### src/logic/ex_pkg.sv
package ex_pkg;

  //////////////////////////////
  // Widths and timing
  //////////////////////////////

  // Data word width
  localparam int XLEN        = 32;
  // Register file write address width
  localparam int REG_ADDR_W  = 6;
  // Cycles a high multiply holds the stage
  localparam int MULH_CYCLES = 3;

  //////////////////////////////
  // Opcodes and states
  //////////////////////////////

  // Execute opcode presented to the stage
  typedef enum logic [4:0] {
    OP_ADD  = 5'h00,
    OP_SUB  = 5'h01,
    OP_AND  = 5'h02,
    OP_OR   = 5'h03,
    OP_XOR  = 5'h04,
    OP_SLL  = 5'h05,
    OP_SRL  = 5'h06,
    OP_SRA  = 5'h07,
    OP_SLT  = 5'h08,
    OP_SLTU = 5'h09,
    OP_BEQ  = 5'h0a,
    OP_BNE  = 5'h0b,
    OP_BLT  = 5'h0c,
    OP_BGE  = 5'h0d,
    OP_MUL  = 5'h0e,
    OP_MULH = 5'h0f,
    OP_CSR  = 5'h10,
    OP_LOAD = 5'h11,
    OP_NOP  = 5'h1f
  } ex_op_e;

  // ALU operator, arithmetic/logic subset plus the four compares
  typedef enum logic [3:0] {
    ALU_ADD, ALU_SUB, ALU_AND, ALU_OR, ALU_XOR,
    ALU_SLL, ALU_SRL, ALU_SRA, ALU_SLT, ALU_SLTU,
    ALU_EQ, ALU_NE, ALU_LT, ALU_GE
  } alu_op_e;

  // Multiplier operator
  typedef enum logic {MUL_L, MUL_H} mul_op_e;

  // High multiply sequencer
  typedef enum logic [1:0] {MH_IDLE, MH_PART, MH_DONE} mulh_state_e;

endpackage

### src/logic/ex_alu.sv
`timescale 1ns/1ps

module ex_alu (
  input  ex_pkg::alu_op_e             alu_op_i,
  input  logic [ex_pkg::XLEN-1:0]     operand_a_i,
  input  logic [ex_pkg::XLEN-1:0]     operand_b_i,
  output logic [ex_pkg::XLEN-1:0]     result_o,
  output logic                        cmp_result_o
);
  import ex_pkg::*;

  logic                    adder_sub;
  logic [XLEN-1:0]         adder_b;
  logic [XLEN-1:0]         adder_result;
  logic [$clog2(XLEN)-1:0] shamt;
  logic                    is_equal;
  logic                    lt_signed;
  logic                    lt_unsigned;

  //////////////////////////////
  // Shared adder
  //////////////////////////////

  // Subtract as a + ~b + 1
  assign adder_sub    = (alu_op_i == ALU_SUB);
  assign adder_b      = adder_sub ? ~operand_b_i : operand_b_i;
  assign adder_result = operand_a_i + adder_b + {{(XLEN-1){1'b0}}, adder_sub};

  // Shift amount from the low bits of b only
  assign shamt = operand_b_i[$clog2(XLEN)-1:0];

  //////////////////////////////
  // Comparators
  //////////////////////////////

  assign is_equal    = (operand_a_i == operand_b_i);
  assign lt_signed   = ($signed(operand_a_i) < $signed(operand_b_i));
  assign lt_unsigned = (operand_a_i < operand_b_i);

  // Result select
  always_comb begin
    result_o = '0;
    case (alu_op_i)
      ALU_ADD, ALU_SUB: result_o = adder_result;
      ALU_AND:  result_o = operand_a_i & operand_b_i;
      ALU_OR:   result_o = operand_a_i | operand_b_i;
      ALU_XOR:  result_o = operand_a_i ^ operand_b_i;
      ALU_SLL:  result_o = operand_a_i << shamt;
      ALU_SRL:  result_o = operand_a_i >> shamt;
      // Arithmetic shift keeps the sign of a
      ALU_SRA:  result_o = $signed(operand_a_i) >>> shamt;
      ALU_SLT:  result_o = {{(XLEN-1){1'b0}}, lt_signed};
      ALU_SLTU: result_o = {{(XLEN-1){1'b0}}, lt_unsigned};
      default:  result_o = '0;
    endcase
  end

  // Branch relation, low for any non-compare operator
  always_comb begin
    case (alu_op_i)
      ALU_EQ:  cmp_result_o = is_equal;
      ALU_NE:  cmp_result_o = ~is_equal;
      ALU_LT:  cmp_result_o = lt_signed;
      ALU_GE:  cmp_result_o = ~lt_signed;
      default: cmp_result_o = 1'b0;
    endcase
  end

endmodule

### src/logic/ex_decode.sv
`timescale 1ns/1ps

module ex_decode (
  input  logic            op_valid_i,
  input  ex_pkg::ex_op_e  ex_op_i,
  output logic            alu_en_o,
  output logic            mult_en_o,
  output logic            csr_en_o,
  output logic            lsu_en_o,
  output logic            branch_en_o,
  output logic            alu_we_o,
  output ex_pkg::alu_op_e alu_op_o,
  output ex_pkg::mul_op_e mul_op_o
);
  import ex_pkg::*;

  always_comb begin
    // Idle defaults, also used for NOP and unknown opcodes
    alu_en_o    = 1'b0;
    mult_en_o   = 1'b0;
    csr_en_o    = 1'b0;
    lsu_en_o    = 1'b0;
    branch_en_o = 1'b0;
    alu_we_o    = 1'b0;
    alu_op_o    = ALU_ADD;
    mul_op_o    = MUL_L;
    if (op_valid_i) begin
      // Unit select, exactly one unit per opcode
      case (ex_op_i)
        OP_ADD, OP_SUB, OP_AND, OP_OR, OP_XOR,
        OP_SLL, OP_SRL, OP_SRA, OP_SLT, OP_SLTU: begin
          alu_en_o = 1'b1;
          alu_we_o = 1'b1;
        end
        // Branches only use the ALU comparator, no register write
        OP_BEQ, OP_BNE, OP_BLT, OP_BGE: branch_en_o = 1'b1;
        OP_MUL, OP_MULH: begin
          mult_en_o = 1'b1;
          alu_we_o  = 1'b1;
        end
        OP_CSR: begin
          csr_en_o = 1'b1;
          alu_we_o = 1'b1;
        end
        OP_LOAD: lsu_en_o = 1'b1;
        default: ;
      endcase
      // Operator select
      case (ex_op_i)
        OP_SUB:  alu_op_o = ALU_SUB;
        OP_AND:  alu_op_o = ALU_AND;
        OP_OR:   alu_op_o = ALU_OR;
        OP_XOR:  alu_op_o = ALU_XOR;
        OP_SLL:  alu_op_o = ALU_SLL;
        OP_SRL:  alu_op_o = ALU_SRL;
        OP_SRA:  alu_op_o = ALU_SRA;
        OP_SLT:  alu_op_o = ALU_SLT;
        OP_SLTU: alu_op_o = ALU_SLTU;
        OP_BEQ:  alu_op_o = ALU_EQ;
        OP_BNE:  alu_op_o = ALU_NE;
        OP_BLT:  alu_op_o = ALU_LT;
        OP_BGE:  alu_op_o = ALU_GE;
        OP_MULH: mul_op_o = MUL_H;
        default: ;
      endcase
    end
  end

endmodule

### src/logic/ex_mult.sv
`timescale 1ns/1ps

module ex_mult (
  input  logic                    clk,
  input  logic                    rst_n,
  input  logic                    enable_i,
  input  ex_pkg::mul_op_e         mul_op_i,
  input  logic [ex_pkg::XLEN-1:0] op_a_i,
  input  logic [ex_pkg::XLEN-1:0] op_b_i,
  input  logic                    ex_ready_i,
  output logic [ex_pkg::XLEN-1:0] result_o,
  output logic                    ready_o,
  output logic                    multicycle_o
);
  import ex_pkg::*;

  localparam int HALF = XLEN / 2;

  mulh_state_e                   state_q;
  mulh_state_e                   state_d;
  logic                          mulh_req;
  logic [XLEN-1:0]               mul_lo;
  logic signed [XLEN+HALF:0]     pp_lo;
  logic signed [XLEN+HALF-1:0]   pp_hi;
  logic [2*XLEN-1:0]             acc_q;

  assign mulh_req = enable_i && (mul_op_i == MUL_H);

  // Low word in a single cycle
  assign mul_lo = op_a_i * op_b_i;

  //////////////////////////////
  // High multiply partials
  //////////////////////////////

  // Operands are widened to the partial product width
  // Low half of b is unsigned, so it is zero extended before the signed multiply
  assign pp_lo = $signed({{(HALF+1){op_a_i[XLEN-1]}}, op_a_i})
               * $signed({{(XLEN+1){1'b0}}, op_b_i[HALF-1:0]});
  // Upper half of b carries the sign
  assign pp_hi = $signed({{HALF{op_a_i[XLEN-1]}}, op_a_i})
               * $signed({{XLEN{op_b_i[XLEN-1]}}, op_b_i[XLEN-1:HALF]});

  // Sequencer next state
  always_comb begin
    state_d = state_q;
    case (state_q)
      MH_IDLE: if (mulh_req) state_d = MH_PART;
      MH_PART: state_d = MH_DONE;
      // Wait here until the stage takes the result
      MH_DONE: if (ex_ready_i) state_d = MH_IDLE;
      default: state_d = MH_IDLE;
    endcase
  end

  always_ff @(posedge clk or negedge rst_n) begin
    if (!rst_n) begin
      state_q <= MH_IDLE;
    end else begin
      state_q <= state_d;
    end
  end

  // Accumulator loads the first partial and then adds the shifted second
  always_ff @(posedge clk) begin
    if ((state_q == MH_IDLE) && mulh_req) begin
      acc_q <= {{(HALF-1){pp_lo[XLEN+HALF]}}, pp_lo};
    end else if (state_q == MH_PART) begin
      acc_q <= acc_q + {pp_hi, {HALF{1'b0}}};
    end
  end

  //////////////////////////////
  // Outputs
  //////////////////////////////

  // Upper word only meaningful in MH_DONE
  assign result_o     = (mul_op_i == MUL_H) ? acc_q[2*XLEN-1:XLEN] : mul_lo;
  assign ready_o      = ~mulh_req | (state_q == MH_DONE);
  assign multicycle_o = mulh_req & (state_q != MH_DONE);

endmodule

### src/logic/ex_stage.sv
`timescale 1ns/1ps

module ex_stage (
  input  logic                          clk,
  input  logic                          rst_n,
  input  logic                          op_valid_i,
  input  ex_pkg::ex_op_e                ex_op_i,
  input  logic [ex_pkg::XLEN-1:0]       operand_a_i,
  input  logic [ex_pkg::XLEN-1:0]       operand_b_i,
  input  logic [ex_pkg::XLEN-1:0]       operand_c_i,
  input  logic [ex_pkg::REG_ADDR_W-1:0] regfile_alu_waddr_i,
  input  logic [ex_pkg::REG_ADDR_W-1:0] regfile_waddr_i,
  input  logic [ex_pkg::XLEN-1:0]       csr_rdata_i,
  input  logic [ex_pkg::XLEN-1:0]       lsu_rdata_i,
  input  logic                          lsu_ready_ex_i,
  input  logic                          lsu_err_i,
  input  logic                          wb_ready_i,
  output logic                          regfile_alu_we_fw_o,
  output logic [ex_pkg::REG_ADDR_W-1:0] regfile_alu_waddr_fw_o,
  output logic [ex_pkg::XLEN-1:0]       regfile_alu_wdata_fw_o,
  output logic                          regfile_we_wb_o,
  output logic [ex_pkg::REG_ADDR_W-1:0] regfile_waddr_wb_o,
  output logic [ex_pkg::XLEN-1:0]       regfile_wdata_wb_o,
  output logic                          ex_ready_o,
  output logic                          ex_valid_o,
  output logic                          branch_decision_o,
  output logic [ex_pkg::XLEN-1:0]       jump_target_o,
  output logic                          mult_multicycle_o
);
  import ex_pkg::*;

  logic            alu_en;
  logic            mult_en;
  logic            csr_en;
  logic            lsu_en;
  logic            branch_en;
  logic            alu_we;
  alu_op_e         alu_op;
  mul_op_e         mul_op;
  logic [XLEN-1:0] alu_result;
  logic            alu_cmp;
  logic [XLEN-1:0] mult_result;
  logic            mult_ready;

  // Decode
  ex_decode u_decode (
    .op_valid_i (op_valid_i),
    .ex_op_i    (ex_op_i),
    .alu_en_o   (alu_en),
    .mult_en_o  (mult_en),
    .csr_en_o   (csr_en),
    .lsu_en_o   (lsu_en),
    .branch_en_o(branch_en),
    .alu_we_o   (alu_we),
    .alu_op_o   (alu_op),
    .mul_op_o   (mul_op)
  );

  // ALU and branch compare
  ex_alu u_alu (
    .alu_op_i    (alu_op),
    .operand_a_i (operand_a_i),
    .operand_b_i (operand_b_i),
    .result_o    (alu_result),
    .cmp_result_o(alu_cmp)
  );

  // Target comes precomputed from ID
  assign branch_decision_o = branch_en & alu_cmp;
  assign jump_target_o     = operand_c_i;

  //////////////////////////////
  // Multiplier
  //////////////////////////////

  ex_mult u_mult (
    .clk         (clk),
    .rst_n       (rst_n),
    .enable_i    (mult_en),
    .mul_op_i    (mul_op),
    .op_a_i      (operand_a_i),
    .op_b_i      (operand_b_i),
    .ex_ready_i  (ex_ready_o),
    .result_o    (mult_result),
    .ready_o     (mult_ready),
    .multicycle_o(mult_multicycle_o)
  );

  // Write ports and stage handshake
  ex_writeback u_writeback (
    .clk                   (clk),
    .rst_n                 (rst_n),
    .alu_en_i              (alu_en),
    .mult_en_i             (mult_en),
    .csr_en_i              (csr_en),
    .lsu_en_i              (lsu_en),
    .branch_en_i           (branch_en),
    .alu_we_i              (alu_we),
    .alu_result_i          (alu_result),
    .mult_result_i         (mult_result),
    .csr_rdata_i           (csr_rdata_i),
    .lsu_rdata_i           (lsu_rdata_i),
    .mult_ready_i          (mult_ready),
    .lsu_ready_ex_i        (lsu_ready_ex_i),
    .lsu_err_i             (lsu_err_i),
    .wb_ready_i            (wb_ready_i),
    .regfile_alu_waddr_i   (regfile_alu_waddr_i),
    .regfile_waddr_i       (regfile_waddr_i),
    .regfile_alu_we_fw_o   (regfile_alu_we_fw_o),
    .regfile_alu_waddr_fw_o(regfile_alu_waddr_fw_o),
    .regfile_alu_wdata_fw_o(regfile_alu_wdata_fw_o),
    .regfile_we_wb_o       (regfile_we_wb_o),
    .regfile_waddr_wb_o    (regfile_waddr_wb_o),
    .regfile_wdata_wb_o    (regfile_wdata_wb_o),
    .ex_ready_o            (ex_ready_o),
    .ex_valid_o            (ex_valid_o)
  );

endmodule

### src/logic/ex_writeback.sv
`timescale 1ns/1ps

module ex_writeback (
  input  logic                          clk,
  input  logic                          rst_n,
  input  logic                          alu_en_i,
  input  logic                          mult_en_i,
  input  logic                          csr_en_i,
  input  logic                          lsu_en_i,
  input  logic                          branch_en_i,
  input  logic                          alu_we_i,
  input  logic [ex_pkg::XLEN-1:0]       alu_result_i,
  input  logic [ex_pkg::XLEN-1:0]       mult_result_i,
  input  logic [ex_pkg::XLEN-1:0]       csr_rdata_i,
  input  logic [ex_pkg::XLEN-1:0]       lsu_rdata_i,
  input  logic                          mult_ready_i,
  input  logic                          lsu_ready_ex_i,
  input  logic                          lsu_err_i,
  input  logic                          wb_ready_i,
  input  logic [ex_pkg::REG_ADDR_W-1:0] regfile_alu_waddr_i,
  input  logic [ex_pkg::REG_ADDR_W-1:0] regfile_waddr_i,
  output logic                          regfile_alu_we_fw_o,
  output logic [ex_pkg::REG_ADDR_W-1:0] regfile_alu_waddr_fw_o,
  output logic [ex_pkg::XLEN-1:0]       regfile_alu_wdata_fw_o,
  output logic                          regfile_we_wb_o,
  output logic [ex_pkg::REG_ADDR_W-1:0] regfile_waddr_wb_o,
  output logic [ex_pkg::XLEN-1:0]       regfile_wdata_wb_o,
  output logic                          ex_ready_o,
  output logic                          ex_valid_o
);
  import ex_pkg::*;

  logic                  units_ready;
  logic                  lsu_we;
  logic                  we_lsu_q;
  logic [REG_ADDR_W-1:0] waddr_lsu_q;

  //////////////////////////////
  // Forwarding port
  //////////////////////////////

  assign regfile_alu_we_fw_o    = alu_we_i;
  assign regfile_alu_waddr_fw_o = regfile_alu_waddr_i;

  // Decode enables are one-hot, priority only matters for idle
  always_comb begin
    regfile_alu_wdata_fw_o = '0;
    if (alu_en_i)  regfile_alu_wdata_fw_o = alu_result_i;
    if (mult_en_i) regfile_alu_wdata_fw_o = mult_result_i;
    if (csr_en_i)  regfile_alu_wdata_fw_o = csr_rdata_i;
  end

  //////////////////////////////
  // EX/WB register
  //////////////////////////////

  // Faulting loads never reach the register file
  assign lsu_we = lsu_en_i & ~lsu_err_i;

  always_ff @(posedge clk or negedge rst_n) begin
    if (!rst_n) begin
      we_lsu_q <= 1'b0;
    end else if (ex_valid_o) begin
      we_lsu_q <= lsu_we;
    end else if (wb_ready_i) begin
      // Nothing completing, flush the slot
      we_lsu_q <= 1'b0;
    end
  end

  always_ff @(posedge clk) begin
    if (ex_valid_o && lsu_we) begin
      waddr_lsu_q <= regfile_waddr_i;
    end
  end

  // Load data arrives from the LSU in the WB cycle
  assign regfile_we_wb_o    = we_lsu_q;
  assign regfile_waddr_wb_o = waddr_lsu_q;
  assign regfile_wdata_wb_o = lsu_rdata_i;

  // Stage handshake, branches finish without writeback
  assign units_ready = mult_ready_i & lsu_ready_ex_i & wb_ready_i;
  assign ex_ready_o  = units_ready | branch_en_i;
  assign ex_valid_o  = (alu_en_i | mult_en_i | csr_en_i | lsu_en_i) & units_ready;

endmodule

### config.mk
export PLATFORM = sky130hd
export DESIGN_NAME = ex_stage
export DESIGN_NICKNAME = d
export VERILOG_FILES = /design/src/logic/ex_pkg.sv /design/src/logic/ex_alu.sv /design/src/logic/ex_decode.sv /design/src/logic/ex_mult.sv /design/src/logic/ex_stage.sv /design/src/logic/ex_writeback.sv
export SDC_FILE = /design/constraint.sdc
export NUM_CORES = 2
export LEC_CHECK = 0
export CAP_MARGIN = 20
export CORE_MARGIN = 1
export CORE_UTILIZATION = 40
export DETAILED_ROUTE_END_ITERATION = 10
export DONT_BUFFER_PORTS = 1
export GPL_ROUTABILITY_DRIVEN = 0
export PLACE_DENSITY = 0.58
export SYNTH_ARGS = -nofsm -noshare
export SYNTH_HDL_FRONTEND = slang
export SYNTH_SLANG_ARGS = --single-unit
### constraint.sdc
create_clock -name clk -period 18.5 [get_ports clk]
set_input_delay 1.85 -clock clk [delete_from_list [all_inputs] [get_ports clk]]
set_output_delay 1.85 -clock clk [all_outputs]
set_load 0.01 [all_outputs]
==> flow_summary.json <==
{
  "outcome": "complete, no violations",
  "synth_top_family_by_area": "adder cells",
  "multi_input_comb_area_um2": 47760,
  "coreArea_um2": 141900,
  "dp.cells": 8356,
  "die_x_um": 380.7,
  "setup_viol_count_final": 0,
  "cts_tree": "done",
  "antenna_found_initial": 28,
  "synth_top_area_frac": 0.4330,
  "arrival_ps": 10090,
  "cts_max_level": 3,
  "hp-class": "reg2reg",
  "async_flop_share": 0.05263,
  "layout_min_cycle_time_ps": 11940,
  "grt_pass1_vias": 50180,
  "postCtsSetupBuffers": 0,
  "cts-resized-gates": 0,
  "num_rows": 138,
  "ant_nets": 0,
  "path_buf_inv": 6,
  "grt_overflow_total": 0,
  "port_buffers": 0,
  "grt_pass1_wl_mm": 338.6,
  "wl_mm": 229.8,
  "crit_slowest_cell": "inv_1",
  "cp.required_ps": 16650,
  "synth-compound-area-share": 0.1012,
  "finalCritPeriodShare": 0.6456,
  "clock_skew_ps": 54.30,
  "hold_buffers": 0,
  "post_drt_wl_per_cell_um": 27.40,
  "track_usage": 0.3196,
  "synth_seq_area_share": 0.02957,
  "ys_ff_latch": 57,
  "final_util": 0.4151,
  "met2_usage": 0.4626,
  "areaGrowthSynthToFinish_pct": 2.676,
  "cts_buffer_depth": 2,
  "hpwlAfterDp_mm": 180.9,
  "relSlewSlack": 0.1747,
  "fin_setup_tns_ps": 0,
  "synthCells": 6789,
  "path_class": "in2out",
  "yosys.area_share.simple": 0.1240,
  "synth_ff_type": "edfxtp_1",
  "path_clk_slew_ps": 80,
  "syn_area_per_cell_um2": 8.451,
  "rsz0062_at_grt": "false",
  "grt_max_degree": 118,
  "endpoint_kind": "output port",
  "fmax_mhz": 83.73,
  "worstMarginPinSlew_ps": 1236,
  "start_util": 0.4042,
  "use_met3": 0.1409,
  "drv_slew": 0,
  "first_iter_violations": 6230,
  "vias": 48530,
  "cp_cell_sequence": "inv_1, nor2_1, fa_1, inv_1, fa_1, fa_1, inv_1, fa_1, ha_1, ha_1, inv_1, fa_1, fa_1, inv_1, ha_1, o2111a_1, inv_1, o31ai_1, a31oi_1, o21bai_1, a31oi_1, xor2_1, o221ai_1",
  "cts_num_sinks": 57,
  "synth_warnings": 0,
  "synth_top_area_cell": "fa_1",
  "clk_latency_ps": 450,
  "instances_no_fill": 8387,
  "cts_root_buffer": "clkbuf_16",
  "cp_top_family": "adder cells",
  "use_met1": 0.4057,
  "syn_nets": 8714,
  "synthTopCellsByArea": "fa_1, ha_1, inv_1",
  "stdcell_area_um2": 58910,
  "synth-xor-area-share": 0.03605,
  "cts_buffers": 9,
  "drive_gt1_frac": 0.02729,
  "synth.cell_area_um2": 57380,
  "top_usage_layer": "met2",
  "io-pin-count": 297,
  "die_h_um": 380.7,
  "vias_per_cell": 5.786,
  "hold_viol_final": 0,
  "dr.pass1.iters": 9,
  "placed_area_um2": 58540,
  "max-cap-violations": 0,
  "synth-edff-count": 54,
  "die-area_um2": 145000,
  "regArea_um2": 1697,
  "slowest_delay_ps": 760,
  "ys_types": 89,
  "synthAdderAreaFrac": 0.5423,
  "n_fill_cell": 14520,
  "worstPathMaxFanout": 25,
  "drc": 0,
  "synth.area.mux_share": 0.02787,
  "critPathLaunchType": "primary input",
  "fin_nets": 8405
}
-- final cells by class --
class,count,share of cell area
Timing Repair Buffer,71,0.009112
Tap cell,1890,0.04014
Multi-Input combinational cell,4685,0.8107
Clock buffer,9,0.003823
Inverter,1656,0.1055
Sequential cell,57,0.02880
Antenna cell,12,0.0005097
Clock inverter,7,0.001359
-- worst register-to-register path: stages, from the launching register on --
cell      delay, ps
edfxtp_1        360
ha_1            490
a21oi_1         300
o211ai_1        140
a211oi_2       1020
nor2_1          420
a31oi_1         420
o31ai_1         170
a41oi_1         340
nor2_1          100
xnor2_1         300
o21ai_1          90
-- synth_stat cells, types with 22 or more instances --
cell / n
nand2b_1: 33
o22ai_1: 26
nor3_1: 55
o21bai_1: 35
mux2i_1: 36
nor2_1: 666
a31oi_1: 34
o31ai_1: 29
edfxtp_1: 54
mux4_2: 50
a21o_1: 81
fa_1: 1241
ha_1: 501
buf_4: 70
inv_1: 1641
o21ai_1: 52
clkbuf_1: 231
o21a_1: 22
xor2_1: 62
xnor2_1: 169
o21ai_0: 151
nand3_1: 48
a21oi_1: 241
and3_1: 22
nor2b_1: 22
a211oi_1: 29
nand2_1: 744
a22oi_1: 44
buf_1: 73
-- final timing paths --
check,from,end,slack [ps],cells past startpoint
worst max-delay path,operand_b_i[7],regfile_alu_wdata_fw_o[23],6560,23
worst min-delay path,u_mult.state_q[0]$_DFFE_PN0P_,u_mult.state_q[1]$_DFFE_PN0P_,560,2
worst max register to register,u_mult.acc_q[30]$_DFFE_PP_,u_mult.acc_q[53]$_DFFE_PP_,14120,11
worst min register to register,u_mult.state_q[0]$_DFFE_PN0P_,u_mult.state_q[1]$_DFFE_PN0P_,560,2
max in group asynchronous,rst_n,u_mult.state_q[1]$_DFFE_PN0P_,17310,0
min in group asynchronous,rst_n,u_mult.state_q[0]$_DFFE_PN0P_,1110,0
-- placed cells by master, fill, tap and decap left out, types with 62 or more instances in the layout --
master | synthesis | layout
a21o_1 | 81 | 81
buf_4 | 70 | 66
ha_1 | 501 | 501
o21ai_0 | 151 | 150
fa_1 | 1241 | 1241
nor2_1 | 666 | 663
a21oi_1 | 241 | 241
nand2_1 | 744 | 743
xnor2_1 | 169 | 169
xor2_1 | 62 | 62
inv_1 | 1641 | 1641
-- per-layer routing --
layer,vias up,share of wire
met5,-,0.0039
met4,34,0.060
met3,869,0.15
met2,3358,0.41
met1,24170,0.37
li1,20100,-
-- cells by family (layout without fill, tap and decap cells) --
group,after synthesis,count (layout)
multiplexers,96,96
buffers and inverters,2047,1743
adder cells (fa/ha/maj),1742,1742
AO/OA/AOI/OAI,902,902
AND/OR/NAND/NOR,1712,1712
flip-flops,57,57
XOR/XNOR,233,233
other,0,12
-- stage by stage --
| step | setup slack [ps] | hold WS [ps] |
|---|---|---|
| after floorplan | 6931 | 492.0 |
| after detailed placement | 6542 | 524.5 |
| after global placement | 6579 | 523.6 |
| final | 6556 | 557.7 |
| after CTS | 6820 | 559.2 |
| after global routing | 6488 | 602.5 |
-- flip-flops by register name, summed over array words and instances (netlist names) --
signal                          flops
u_writeback.regfile_we_wb_o         1
u_writeback.regfile_waddr_wb_o      6
u_mult.state_q                      2
u_mult.acc_q                       48
Power is not shown: default switching activity piles up to over one toggle a cycle in this logic, so the estimate is an artifact.
